## src/include/cpu_macros.svh

```systemverilog
`ifndef CPU_MACROS_SVH
`define CPU_MACROS_SVH

// Data and address width
`define CPU_XLEN 32

// Integer register file
`define CPU_NUM_REGS  32
`define CPU_REG_IDX_W 5

// First fetch address after reset
`define CPU_VEC_RESET 32'hFF10_0000

`endif

```

## src/verilog/rv_isa_pkg.sv

```systemverilog
`include "cpu_macros.svh"

package rv_isa_pkg;

    // Major opcodes, instr[6:0]
    typedef enum logic [6:0] {
        LUI      = 7'b0110111,
        AUIPC    = 7'b0010111,
        JAL      = 7'b1101111,
        JALR     = 7'b1100111,
        BRANCH   = 7'b1100011,
        LOAD     = 7'b0000011,
        STORE    = 7'b0100011,
        OP_IMM   = 7'b0010011,
        OP       = 7'b0110011,
        MISC_MEM = 7'b0001111
    } opcode_e;

    // Encoded as {funct7[5], funct3}
    typedef enum logic [3:0] {
        ADD  = 4'b0000,
        SUB  = 4'b1000,
        SLL  = 4'b0001,
        SLT  = 4'b0010,
        SLTU = 4'b0011,
        XOR  = 4'b0100,
        SRL  = 4'b0101,
        SRA  = 4'b1101,
        OR   = 4'b0110,
        AND  = 4'b0111
    } alu_op_e;

    typedef struct packed {
        logic                      is_lui;
        logic                      is_auipc;
        logic                      is_jal;
        logic                      is_jalr;
        logic                      is_branch;
        logic                      is_load;
        logic                      is_store;
        logic                      is_alu_imm;
        logic                      is_alu_reg;
        logic [2:0]                funct3;
        alu_op_e                   alu_op;
        logic [`CPU_REG_IDX_W-1:0] rs1;
        logic [`CPU_REG_IDX_W-1:0] rs2;
        logic [`CPU_REG_IDX_W-1:0] rd;
        logic [`CPU_XLEN-1:0]      imm;      // Sign extended, per format
        logic                      use_imm;  // Right ALU operand is imm
    } decoded_t;

endpackage

```

## src/verilog/cpu_bus_pkg.sv

```systemverilog
`include "cpu_macros.svh"

package cpu_bus_pkg;

    // Request side of the strobe/wait memory bus
    typedef struct packed {
        logic [`CPU_XLEN-1:0] addr;    // Word aligned
        logic [`CPU_XLEN-1:0] wrdata;
        logic                 wren;
        logic                 strobe;  // Transfer in progress
    } bus_req_t;

endpackage

```

## src/verilog/cpu_decode.sv

```systemverilog
`timescale 1ns/10ps
`include "cpu_macros.svh"

module cpu_decode (
    input  logic [`CPU_XLEN-1:0] instr,
    output rv_isa_pkg::decoded_t dec
);

    rv_isa_pkg::opcode_e  opcode;
    logic                 alt_op;  // funct7 bit 5
    logic [`CPU_XLEN-1:0] imm_i;
    logic [`CPU_XLEN-1:0] imm_s;
    logic [`CPU_XLEN-1:0] imm_b;
    logic [`CPU_XLEN-1:0] imm_u;
    logic [`CPU_XLEN-1:0] imm_j;

    assign opcode = rv_isa_pkg::opcode_e'(instr[6:0]);
    assign alt_op = instr[30];

    assign imm_i = {{21{instr[31]}}, instr[30:20]};
    assign imm_s = {{21{instr[31]}}, instr[30:25], instr[11:7]};
    assign imm_b = {{20{instr[31]}}, instr[7], instr[30:25], instr[11:8], 1'b0};
    assign imm_u = {instr[31:12], 12'b0};
    assign imm_j = {{12{instr[31]}}, instr[19:12], instr[20], instr[30:21], 1'b0};

    always_comb begin
        dec        = '0;
        dec.funct3 = instr[14:12];
        dec.rs1    = instr[19:15];
        dec.rs2    = instr[24:20];  // Also the shift amount of SLLI/SRLI/SRAI
        dec.rd     = instr[11:7];

        case (opcode)
            rv_isa_pkg::LUI: begin
                dec.is_lui = 1'b1;
                dec.imm    = imm_u;
            end
            rv_isa_pkg::AUIPC: begin
                dec.is_auipc = 1'b1;
                dec.imm      = imm_u;
            end
            rv_isa_pkg::JAL: begin
                dec.is_jal = 1'b1;
                dec.imm    = imm_j;
            end
            rv_isa_pkg::JALR: begin
                dec.is_jalr = 1'b1;
                dec.imm     = imm_i;
            end
            rv_isa_pkg::BRANCH: begin
                dec.is_branch = 1'b1;
                dec.imm       = imm_b;
            end
            rv_isa_pkg::LOAD: begin
                dec.is_load = 1'b1;
                dec.imm     = imm_i;
            end
            rv_isa_pkg::STORE: begin
                dec.is_store = 1'b1;
                dec.imm      = imm_s;
            end
            rv_isa_pkg::OP_IMM: begin
                dec.is_alu_imm = 1'b1;
                dec.imm        = imm_i;
                dec.use_imm    = 1'b1;
            end
            rv_isa_pkg::OP: dec.is_alu_reg = 1'b1;
            default: ;  // FENCE and unknown opcodes run as no-ops
        endcase

        case (instr[14:12])
            3'b000:  dec.alu_op = (dec.is_alu_reg && alt_op) ? rv_isa_pkg::SUB : rv_isa_pkg::ADD;
            3'b001:  dec.alu_op = rv_isa_pkg::SLL;
            3'b010:  dec.alu_op = rv_isa_pkg::SLT;
            3'b011:  dec.alu_op = rv_isa_pkg::SLTU;
            3'b100:  dec.alu_op = rv_isa_pkg::XOR;
            3'b101:  dec.alu_op = alt_op ? rv_isa_pkg::SRA : rv_isa_pkg::SRL;  // Both forms
            3'b110:  dec.alu_op = rv_isa_pkg::OR;
            default: dec.alu_op = rv_isa_pkg::AND;
        endcase
    end

endmodule

```

## src/verilog/cpu_regfile.sv

```systemverilog
`timescale 1ns/10ps
`include "cpu_macros.svh"

module cpu_regfile (
    input  logic                      clk,
    input  logic [`CPU_REG_IDX_W-1:0] rs1,
    input  logic [`CPU_REG_IDX_W-1:0] rs2,
    input  logic [`CPU_REG_IDX_W-1:0] rd,
    input  logic                      rd_wr,
    input  logic [`CPU_XLEN-1:0]      rd_data,
    output logic [`CPU_XLEN-1:0]      rs1_data,
    output logic [`CPU_XLEN-1:0]      rs2_data
);

    logic [`CPU_XLEN-1:0] regs [`CPU_NUM_REGS];

    always_ff @(posedge clk) begin
        if (rd_wr && rd != '0) begin  // x0 is never written
            regs[rd] <= rd_data;
        end
    end

    // Asynchronous reads, x0 forced to zero
    assign rs1_data = (rs1 == '0) ? '0 : regs[rs1];
    assign rs2_data = (rs2 == '0) ? '0 : regs[rs2];

endmodule

```

## src/verilog/cpu_alu.sv

```systemverilog
`timescale 1ns/10ps
`include "cpu_macros.svh"

module cpu_alu (
    input  rv_isa_pkg::decoded_t dec,
    input  logic [`CPU_XLEN-1:0] rs1_data,
    input  logic [`CPU_XLEN-1:0] rs2_data,
    output logic [`CPU_XLEN-1:0] result,
    output logic [`CPU_XLEN-1:0] sum,
    output logic                 take_branch
);

    logic [`CPU_XLEN-1:0] r_op;
    logic [4:0]           shamt;
    logic [`CPU_XLEN:0]   diff;
    logic                 is_eq;
    logic                 is_lt;
    logic                 is_ltu;
    logic                 shr_msb;
    logic [`CPU_XLEN-1:0] shl1, shl2, shl4, shl8, shl16;
    logic [`CPU_XLEN-1:0] shr1, shr2, shr4, shr8, shr16;

    assign r_op  = dec.use_imm ? dec.imm : rs2_data;
    assign shamt = r_op[4:0];

    // JALR target and load/store address
    assign sum = rs1_data + dec.imm;

    ////////////////////////////////////////
    // Compare
    ////////////////////////////////////////
    assign diff   = {1'b0, rs1_data} - {1'b0, r_op};
    assign is_eq  = (diff[`CPU_XLEN-1:0] == '0);
    assign is_ltu = diff[`CPU_XLEN];
    assign is_lt  = (rs1_data[`CPU_XLEN-1] ^ r_op[`CPU_XLEN-1]) ? rs1_data[`CPU_XLEN-1] : is_ltu;

    ////////////////////////////////////////
    // Barrel shifters
    ////////////////////////////////////////
    assign shl1  = shamt[0] ? {rs1_data[30:0], 1'b0} : rs1_data;
    assign shl2  = shamt[1] ? {shl1[29:0], 2'b0} : shl1;
    assign shl4  = shamt[2] ? {shl2[27:0], 4'b0} : shl2;
    assign shl8  = shamt[3] ? {shl4[23:0], 8'b0} : shl4;
    assign shl16 = shamt[4] ? {shl8[15:0], 16'b0} : shl8;

    assign shr_msb = (dec.alu_op == rv_isa_pkg::SRA) ? rs1_data[`CPU_XLEN-1] : 1'b0;
    assign shr1  = shamt[0] ? {{1{shr_msb}}, rs1_data[31:1]} : rs1_data;
    assign shr2  = shamt[1] ? {{2{shr_msb}}, shr1[31:2]} : shr1;
    assign shr4  = shamt[2] ? {{4{shr_msb}}, shr2[31:4]} : shr2;
    assign shr8  = shamt[3] ? {{8{shr_msb}}, shr4[31:8]} : shr4;
    assign shr16 = shamt[4] ? {{16{shr_msb}}, shr8[31:16]} : shr8;

    always_comb begin
        case (dec.alu_op)
            rv_isa_pkg::ADD:  result = rs1_data + r_op;
            rv_isa_pkg::SUB:  result = diff[`CPU_XLEN-1:0];
            rv_isa_pkg::SLL:  result = shl16;
            rv_isa_pkg::SLT:  result = {{(`CPU_XLEN-1){1'b0}}, is_lt};
            rv_isa_pkg::SLTU: result = {{(`CPU_XLEN-1){1'b0}}, is_ltu};
            rv_isa_pkg::XOR:  result = rs1_data ^ r_op;
            rv_isa_pkg::SRL,
            rv_isa_pkg::SRA:  result = shr16;
            rv_isa_pkg::OR:   result = rs1_data | r_op;
            rv_isa_pkg::AND:  result = rs1_data & r_op;
            default:          result = '0;
        endcase
    end

    // Branches compare against rs2, use_imm is low for them
    always_comb begin
        take_branch = 1'b0;
        if (dec.is_branch) begin
            case (dec.funct3)
                3'b000:  take_branch = is_eq;    // BEQ
                3'b001:  take_branch = !is_eq;   // BNE
                3'b100:  take_branch = is_lt;    // BLT
                3'b101:  take_branch = !is_lt;   // BGE
                3'b110:  take_branch = is_ltu;   // BLTU
                3'b111:  take_branch = !is_ltu;  // BGEU
                default: take_branch = 1'b0;
            endcase
        end
    end

endmodule

```

## src/verilog/cpu_control.sv

```systemverilog
`timescale 1ns/10ps
`include "cpu_macros.svh"

module cpu_control (
    input  logic                  clk,
    input  logic                  reset,
    input  logic                  bus_wait,
    input  logic [`CPU_XLEN-1:0]  bus_rddata,
    output cpu_bus_pkg::bus_req_t bus_req,
    output logic [`CPU_XLEN-1:0]  instr,
    input  rv_isa_pkg::decoded_t  dec,
    input  logic [`CPU_XLEN-1:0]  rs2_data,
    input  logic [`CPU_XLEN-1:0]  alu_result,
    input  logic [`CPU_XLEN-1:0]  alu_sum,
    input  logic                  take_branch,
    output logic                  rd_wr,
    output logic [`CPU_XLEN-1:0]  rd_data
);

    typedef enum logic [1:0] {
        FETCH,
        MEM_RD,
        MEM_WR
    } state_e;

    state_e                state_q, state_d;
    logic [`CPU_XLEN-1:0]  pc_q, pc_d;
    logic [`CPU_XLEN-1:0]  instr_q, instr_d;
    cpu_bus_pkg::bus_req_t req_q, req_d;

    logic [`CPU_XLEN-1:0]  pc_plus4;
    logic [`CPU_XLEN-1:0]  pc_plus_imm;
    logic [`CPU_XLEN-1:0]  next_pc;
    logic                  go_fetch;
    logic [`CPU_XLEN-1:0]  fetch_pc;

    assign bus_req = req_q;

    // Fetched word goes straight to decode, held word afterwards
    assign instr = (state_q == FETCH) ? bus_rddata : instr_q;

    assign pc_plus4    = pc_q + 32'd4;
    assign pc_plus_imm = pc_q + dec.imm;

    ////////////////////////////////////////
    // Writeback and next PC
    ////////////////////////////////////////
    always_comb begin
        if (dec.is_lui) begin
            rd_data = dec.imm;
        end else if (dec.is_auipc) begin
            rd_data = pc_plus_imm;
        end else if (dec.is_jal || dec.is_jalr) begin
            rd_data = pc_plus4;  // Link address
        end else if (dec.is_load) begin
            rd_data = bus_rddata;
        end else if (dec.is_alu_imm || dec.is_alu_reg) begin
            rd_data = alu_result;
        end else begin
            rd_data = '0;
        end
    end

    always_comb begin
        if (dec.is_jal || take_branch) begin
            next_pc = pc_plus_imm;
        end else if (dec.is_jalr) begin
            next_pc = {alu_sum[`CPU_XLEN-1:1], 1'b0};
        end else begin
            next_pc = pc_plus4;
        end
    end

    ////////////////////////////////////////
    // FSM
    ////////////////////////////////////////
    always_comb begin
        state_d  = state_q;
        pc_d     = pc_q;
        instr_d  = instr_q;
        req_d    = req_q;
        rd_wr    = 1'b0;
        go_fetch = 1'b0;
        fetch_pc = pc_plus4;

        case (state_q)
            FETCH: begin
                if (!bus_wait) begin
                    instr_d = bus_rddata;
                    if (dec.is_load || dec.is_store) begin
                        state_d      = dec.is_load ? MEM_RD : MEM_WR;
                        req_d.addr   = {alu_sum[`CPU_XLEN-1:2], 2'b00};  // Low bits dropped
                        req_d.wrdata = rs2_data;
                        req_d.wren   = dec.is_store;
                        req_d.strobe = 1'b1;
                    end else begin
                        rd_wr    = dec.is_lui || dec.is_auipc || dec.is_jal || dec.is_jalr ||
                                   dec.is_alu_imm || dec.is_alu_reg;
                        go_fetch = 1'b1;
                        fetch_pc = next_pc;
                    end
                end
            end
            MEM_RD: begin
                if (!bus_wait) begin
                    rd_wr    = 1'b1;  // Load word written at completion
                    go_fetch = 1'b1;
                end
            end
            MEM_WR: begin
                if (!bus_wait) begin
                    go_fetch = 1'b1;
                end
            end
            default: state_d = FETCH;
        endcase

        if (go_fetch) begin
            state_d      = FETCH;
            pc_d         = fetch_pc;
            req_d.addr   = {fetch_pc[`CPU_XLEN-1:2], 2'b00};
            req_d.wren   = 1'b0;
            req_d.strobe = 1'b1;
        end
    end

    always_ff @(posedge clk or posedge reset) begin
        if (reset) begin
            state_q <= FETCH;
            pc_q    <= `CPU_VEC_RESET;
            req_q   <= '{addr: `CPU_VEC_RESET, wrdata: '0, wren: 1'b0, strobe: 1'b1};
        end else begin
            state_q <= state_d;
            pc_q    <= pc_d;
            req_q   <= req_d;
        end
    end

    always_ff @(posedge clk) begin
        instr_q <= instr_d;
    end

endmodule

```

## src/verilog/cpu.sv

```systemverilog
`timescale 1ns/10ps
`include "cpu_macros.svh"

module cpu (
    input  logic                  clk,
    input  logic                  reset,
    output cpu_bus_pkg::bus_req_t bus_req,
    input  logic                  bus_wait,
    input  logic [`CPU_XLEN-1:0]  bus_rddata
);

    logic [`CPU_XLEN-1:0] instr;
    rv_isa_pkg::decoded_t dec;
    logic [`CPU_XLEN-1:0] rs1_data;
    logic [`CPU_XLEN-1:0] rs2_data;
    logic [`CPU_XLEN-1:0] alu_result;
    logic [`CPU_XLEN-1:0] alu_sum;
    logic                 take_branch;
    logic                 rd_wr;
    logic [`CPU_XLEN-1:0] rd_data;

    cpu_control control_inst (
        .clk         (clk),
        .reset       (reset),
        .bus_wait    (bus_wait),
        .bus_rddata  (bus_rddata),
        .bus_req     (bus_req),
        .instr       (instr),
        .dec         (dec),
        .rs2_data    (rs2_data),
        .alu_result  (alu_result),
        .alu_sum     (alu_sum),
        .take_branch (take_branch),
        .rd_wr       (rd_wr),
        .rd_data     (rd_data)
    );

    cpu_decode decode_inst (
        .instr (instr),
        .dec   (dec)
    );

    cpu_regfile regfile_inst (
        .clk      (clk),
        .rs1      (dec.rs1),
        .rs2      (dec.rs2),
        .rd       (dec.rd),
        .rd_wr    (rd_wr),
        .rd_data  (rd_data),
        .rs1_data (rs1_data),
        .rs2_data (rs2_data)
    );

    cpu_alu alu_inst (
        .dec         (dec),
        .rs1_data    (rs1_data),
        .rs2_data    (rs2_data),
        .result      (alu_result),
        .sum         (alu_sum),
        .take_branch (take_branch)
    );

endmodule

```

## config.mk

```make
export PLATFORM = sky130hd
export DESIGN_NAME = cpu
export DESIGN_NICKNAME = d
export VERILOG_FILES = /design/src/verilog/rv_isa_pkg.sv /design/src/verilog/cpu_bus_pkg.sv /design/src/verilog/cpu_decode.sv /design/src/verilog/cpu_regfile.sv /design/src/verilog/cpu_alu.sv /design/src/verilog/cpu_control.sv /design/src/verilog/cpu.sv
export VERILOG_INCLUDE_DIRS = /design/src /design/src/include
export SDC_FILE = /design/constraint.sdc
export NUM_CORES = 2
export LEC_CHECK = 0
export ABC_AREA = 1
export BUFFER_PORTS_ARGS = -buffer_cell sky130_fd_sc_hd__buf_4
export CAP_MARGIN = 10
export CORE_UTILIZATION = 45
export DETAILED_ROUTE_END_ITERATION = 8
export PLACE_DENSITY = 0.68
export SLEW_MARGIN = 20
export SYNTH_ARGS = -nofsm -noshare
export SYNTH_HDL_FRONTEND = slang
export SYNTH_SLANG_ARGS = --single-unit
export TNS_END_PERCENT = 1
```

## constraint.sdc

```tcl
create_clock -name clk -period 6.2 [get_ports clk]
set_input_delay 0.62 -clock clk [delete_from_list [all_inputs] [get_ports clk]]
set_output_delay 0.62 -clock clk [all_outputs]
set_load 0.05 [all_outputs]
```

Yosys cells after proc, flatten, opt, wreduce, memory -nomap -nowiden. Memories as Yosys holds them, arrays and structs flattened. Cells that the tools add are included. Widths: inputs -> output; s select.

Register bits after elaboration: 132. Latch bits: 0. Bits in writable memories: 1024. ROM bits: 0. Input port bits: 35. Output and inout port bits: 66. Word-level logic and storage cells: 141. Memories: 1.

Memories: regfile_inst.regs (words 32, width 32, rd ports 2, clocked after Yosys merged registers in 0, wr ports 1, RTL line cpu_regfile.sv:15) `` logic [`CPU_XLEN-1:0] regs [`CPU_NUM_REGS]; ``.

$add $sub $neg: 5. Multipliers: 0. Divide/modulo/power cells: 0. Order comparisons: 0. Equal/unequal tests: 31. Shift-type cells: 0. Multiplexer cells: 61. Bitwise logic cells: 5. Reductions and logical operators: 31.

Operators by type and width (number): $mux 32 (25); $pmux 32 s9 (1); $mux 66 (3); $pmux 32 s5 (1); $add 32x32->32 (3); $sub 32x32->33 (1); $add 32x3->32 const B (1); $and 32x32->32 (1); $logic_not 32->1 (1); $or 32x32->32 (1); $xor 32x32->32 (1); $pmux 4 s7 (1); $eq 7x6->1 const B (3); $eq 7x7->1 const B (3); $mux 1 (19); $eq 4x3->1 const B (4); $eq 7x5->1 const B (2); $eq 3x3->1 const B (4); $logic_not 5->1 (2); $mux 2 (5); $logic_or 1x1->1 (9); $reduce_and 3->1 (3); $eq 4x2->1 const B (2); $eq 4x4->1 const B (2); other kinds (24) (35).

Longest topological paths before layout.
Depth after elaboration: 20. Mapped depth: 46. Gate-level depth less buffers: 41.

Hierarchy. A second synthesis with hierarchy kept.

Cell total of the unflattened synthesis: 10024. Area total of the unflattened synthesis: 74943.1 um2.

By module, submodules not included: cpu_regfile (times used 1, cells an instance 5975, area each 52110.0 um2, seq. area each 30749.5 um2); cpu_alu (times used 1, cells an instance 2201, area each 11486.0 um2, seq. area each 0.0 um2); cpu_control (times used 1, cells an instance 1683, area each 10417.5 um2, seq. area each 3437.0 um2); cpu_decode (times used 1, cells an instance 165, area each 929.6 um2, seq. area each 0.0 um2).

Least setup slack after synthesis. OpenSTA, ideal clock, no wires.

Kind: register -> register. From: reg control_inst.state_q[0]. To: mem regfile_inst.regs[5][0] (netlist bit) (enable). Setup time: 461 ps. Data arrival time: 5931 ps. Required time: 5739 ps. Path slack: -192 ps. Cell stages (with the launch flop): 13. Path through: dfrtp_1 > inv_1 > ha_1 > inv_2 > buf_2 > clkbuf_1 > nor2_1 > nand2_1 > nor2_1 > a21oi_1 > nor2_1 > clkinv_1 > nor3_1.

Longest elaborated chain between the ends: 15. Elaborated cells on any way between the ends: 32. Classes of those cells: eq/ne: 9; mux: 14; reduce/logical: 9.

RTL lines: start: declaration (RTL line cpu_control.sv:26) `state_e state_q, state_d;`; start signal: assignment (RTL line cpu_control.sv:133) `state_q <= state_d;`; $logic_not 2->1 (RTL line cpu_control.sv:40, cpu_control.sv:86); $mux 32 (RTL line cpu_control.sv:40) `assign instr = (state_q == FETCH) ? bus_rddata : instr_q;`; $eq 7x6->1 or $eq 7x5->1 (tied branches) (RTL line cpu_decode.sv:33) `case (opcode)`; $mux 1 (RTL line cpu_decode.sv:33); $logic_or 1x1->1 (4 in a row) (RTL line cpu_control.sv:97) `rd_wr = dec.is_lui || dec.is_auipc || dec.is_jal || dec.is_jalr ||`; $logic_or 1x1->1 (RTL line cpu_control.sv:98) `dec.is_alu_imm || dec.is_alu_reg;`; $mux 1 (RTL line cpu_control.sv:90) `if (dec.is_load || dec.is_store) begin`; $mux 1 (RTL line cpu_control.sv:88) `if (!bus_wait) begin`; $pmux 1 s2 (RTL line cpu_control.sv:86) `case (state_q)`; $logic_and 1x1->1 (RTL line cpu_regfile.sv:18) `if (rd_wr && rd != '0) begin`; $mux 1 (RTL line cpu_regfile.sv:18); $mux 1 (implied by the code) (RTL line cpu_regfile.sv:19) `regs[rd] <= rd_data;`; end: declaration (RTL line cpu_regfile.sv:15).

Parallel ways exist; a longest one is shown, timed or not.

Final worst setup path.
From: reg control_inst.state_q[1]. To: mem regfile_inst.regs[2][29] (netlist bit), data pin.

Longest elaborated chain between the ends: 20. Elaborated cells on any way between the ends: 74. Classes of those cells: add/sub: 3; eq/ne: 24; mux: 32; bitwise: 3; reduce/logical: 11; memory: 1.

RTL lines: $logic_not 2->1 (*) (RTL line cpu_control.sv:40); $mux 32 (*) (RTL line cpu_control.sv:40); branches (longest 17 deep; another with $sub 32x32->33); $mux 32 (*) (RTL line cpu_control.sv:49) `if (dec.is_lui) begin`; net control_inst.rd_data[29] (RTL line cpu_control.sv:17) `` output logic [`CPU_XLEN-1:0] rd_data ``.

Mark *: on every way through the listed nets, which the timed path passes.

==> results.txt <==
----------------------------------------------------
[Outcome]
  Status ... finished, violations left
  Violations in the final reports ... setup timing

[Floorplanning]
  DIE WIDTH ... 401 um
  Rows ... 145
  I/O pin count ... 101
  Core outline area ... 0.157 mm2
  Effective utilization at floorplan ... 45.6%
  Die Outline Area ... 0.160 mm2
  Die Height ... 401 um

[Logic synthesis]
  Sequential element share of the synthesized area ... 47.8%
  Dominant cell type by area after synthesis ... sky130_fd_sc_hd__edfxtp_1
  Fraction of post-synthesis cell area in the top cell type by area ... 44.3%
  Prevailing post-synth register cell ... sky130_fd_sc_hd__edfxtp_1
  Mapped Cells ... 8916
  Unique masters post-synth ... 70
  Number of enable-type register cells in the synthesized netlist ... 1056
  Mean area per synthesized cell ... 8.02 um2
  Total standard cell area after synthesis ... 0.0715 mm2
  Async SR Flop Fraction ... 8.49%
  Cells taking the most area after synthesis ... sky130_fd_sc_hd__edfxtp_1, sky130_fd_sc_hd__nand2_1, sky130_fd_sc_hd__nand3_1
  Ys Warns ... 0
  Seq cells post-synth ... 1154

[Worst hold path]
  Tightest Hold Check Type ... input port to flip-flop

[Cells and area]
  FF+latch area ... 0.0342 mm2
  Net total in the final layout ... 10300
  Post-route design area ... 0.0947 mm2
  Non-filler cells, final ... 12200
  Layout filler cell count ... 13300
  Share of post-route cells with drive strength above 1 ... 22.7%
  Area added between synthesis and finish ... 32.5%
  Multi-input combinational cell area ... 0.0360 mm2

[Detailed routing]
  Sum of routed wire length over all layers ... 366000 um
  # DRC ... 0
  Total iterations of the first detailed-routing run ... 9
  Final routed wire length divided by cell count ... 30.0 um
  Total via count in the routed design ... 78400
  ANT nets after route ... 0
  Via/cell ratio ... 6.42
  DRC marker count from the first detailed-route iteration ... 12700

[STA]
  RSZ-0062 raised after global routing ... true
  Pins over their slew limit ... 0
  Final setup slack of the worst path ... -0.105 ns
  Number of setup violations in the final report ... 87
  Transition time at the pin with the least slew margin ... 1.24 ns
  Worst slew margin relative to its limit ... 17.0%
  Hold violation total from the final report ... 0
  Maximum clock frequency ... 0.159 GHz
  Final critical delay including setup and external delays ... 6.30 ns
  Fraction of the cycle the final worst path needs ... 102%
  Clk_skew ... 0.0382 ns

[Clock network]
  Max clock buf depth ... 3
  Level count of the clock H-tree ... 4
  Root Buffer Master ... sky130_fd_sc_hd__clkbuf_16
  Clock latency at the later pin of the worst-skew pair ... 0.81 ns
  Clock-pin slew of the registers on the worst-case setup and hold paths ... 0.06 ns
  TritonCTS clock tree ... built
  Inserted Clock Buffers ... 131
  Clock Sink Count ... 1154

[Global routing]
  Pin count of the biggest net entering global routing ... 68
  First-pass GRT wire length ... 501000 um
  Vias in the first global route ... 71900
  Tot GR Track Use ... 42.9%
  Aggregate global routing overflow ... 0
  Antenna violations before repair ... 13

[Setup path]
  Critical path arrival ... 6.85 ns
  Max Fanout on Critical Path ... 20
  Data required time at the worst endpoint ... 6.74 ns
  Slowest library cell on the worst path ... sky130_fd_sc_hd__nand4_1
  CP endpoint kind ... flip-flop
  CP startpoint kind ... flip-flop
  Setup Crit Path Kind ... flip-flop to flip-flop
  Most frequent cell on the critical path ... sky130_fd_sc_hd__nand2_2
  Stage delay of the slowest cell on the critical path ... 0.41 ns

[Placement]
  Cell count after placement ... 11800
  Post-Place Cell Area ... 0.0844 mm2
  Pre-CTS WS ... -0.778 ns
  Final RePlAce weighted congestion ... 1.09
  Count of buffers inserted at the top-level ports ... 98
  Placed wire-length estimate ... 249000 um

[Run]
  Max-cap violation count ... 0

----------------------------------------------------
==> cell usage after synthesis (18+ instances only) <==
library cell	count
sky130_fd_sc_hd__buf_4	60
sky130_fd_sc_hd__nand4_1	46
sky130_fd_sc_hd__edfxtp_1	1056
sky130_fd_sc_hd__nand3_1	1347
sky130_fd_sc_hd__or2_2	20
sky130_fd_sc_hd__xor2_1	83
sky130_fd_sc_hd__dfstp_2	19
sky130_fd_sc_hd__clkbuf_1	210
sky130_fd_sc_hd__nand2_1	3224
sky130_fd_sc_hd__xnor2_1	19
sky130_fd_sc_hd__nor2_1	306
sky130_fd_sc_hd__buf_1	65
sky130_fd_sc_hd__o311ai_0	43
sky130_fd_sc_hd__a221oi_1	113
sky130_fd_sc_hd__ha_1	162
sky130_fd_sc_hd__buf_2	217
sky130_fd_sc_hd__inv_2	18
sky130_fd_sc_hd__a31oi_1	31
sky130_fd_sc_hd__o21ai_1	62
sky130_fd_sc_hd__nor3_1	48
sky130_fd_sc_hd__inv_1	442
sky130_fd_sc_hd__a21oi_1	602
sky130_fd_sc_hd__a32o_1	110
sky130_fd_sc_hd__dfrtp_1	79
sky130_fd_sc_hd__o211ai_1	29
sky130_fd_sc_hd__o21ai_0	278
==> cell usage in the layout (no fill, tap or decap), drive strengths merged, types with 21 or more instances in the layout <==
master,instances
clkbuf,204
ha,162
nor3,52
buf,1478
o211ai,29
a31oi,31
a32o,110
nand2,3247
o311ai,43
o21ai,348
xor2,83
dfrtp,79
inv,457
or2,21
nand4,48
a221oi,113
conb,34
nand3,1349
edfxtp,1056
nor2,320
a21oi,605
clkinv,59
==> worst paths after layout <==
path	to	start	cells past startpoint	slack [ns]
max	regfile_inst.regs[2][29]	control_inst.state_q[1]	36	-0.10
min	control_inst.instr_q[24]	bus_rddata[24]	1	0.04
max reg2reg	regfile_inst.regs[2][29]	control_inst.state_q[1]	36	-0.10
min reg2reg	control_inst.bus_req[0]	control_inst.bus_req[0]	2	0.45
max in group asynchronous	control_inst.bus_req[26]	reset	4	4.48
min in group asynchronous	control_inst.state_q[1]	reset	3	0.42
==> state kept, by name (all words and copies together), names as in the netlist <==
register / flops
control_inst.state_q: 2
control_inst.bus_req: 64
control_inst.pc_q: 32
control_inst.instr_q: 32
regfile_inst.regs: 1024
==> routing by layer <==
layer	GRT usage, %	part of all wire, %	up-vias
met1	57.5	37	37200
met3	11.0	14	1508
met5	0	0.019	-
li1	-	-	33100
met2	62.6	41	6589
met4	24.6	7.6	14
==> layout make-up <==
class	instances	share of cell area, %
Antenna cell	5	0.0132
Clock inverter	67	0.761
Clock buffer	167	3.76
Multi-Input combinational cell	6766	38.0
Timing Repair Buffer	1532	16.8
Sequential cell	1154	36.1
Inverter	466	1.91
Tap cell	2058	2.72
==> critical path, delay by kind of cell (launching register included) <==
family | cells | cell delay [ns]
AND/OR/NAND/NOR | 16 | 2.19
buffers and inverters | 12 | 1.88
adder cells (fa/ha/maj) | 2 | 0.45
flip-flops | 1 | 0.40
AO/OA/AOI/OAI | 6 | 1.05
==> timing repair <==
item                                   in CTS  in global routing
gates cloned                               19                 40
setup endpoints to repair                 830                946
pin swaps                                  29                175
resized for setup                         247                513
buffers inserted                           32                 99
endpoints found under the hold margin      30                  0
hold buffers                               10                  0
==> through the flow <==
stage	util (%)	hold slack [ns]	setup TNS [ns]
6_report	60.4	0.0392	-3.45
3_3_place_gp	53.7	0.441	-324.25
4_1_cts	57.7	0.00352	-0.0108
2_1_floorplan	-	0.448	-61.47
5_1_grt	60.3	0.0217	-26.11
3_5_place_dp	53.8	0.443	-333.93
==> kinds of logic (layout without fill, tap and decap cells) <==
kind of cell / count (synthesis) / count (layout) / share of synthesized area, %
multiplexers: 1 / 1 / 0.0140
adder cells (fa/ha/maj): 166 / 166 / 2.95
AND/OR/NAND/NOR: 5078 / 5084 / 29.8
other: 1 / 39 / 0.00524
AO/OA/AOI/OAI: 1379 / 1379 / 11.9
buffers and inverters: 1035 / 2232 / 6.32
flip-flops: 1154 / 1154 / 47.8
XOR/XNOR: 102 / 102 / 1.25
Power is left out: the tool's default activity adds up to more than one toggle a clock period on the data nets, which glitch-free logic cannot reach.
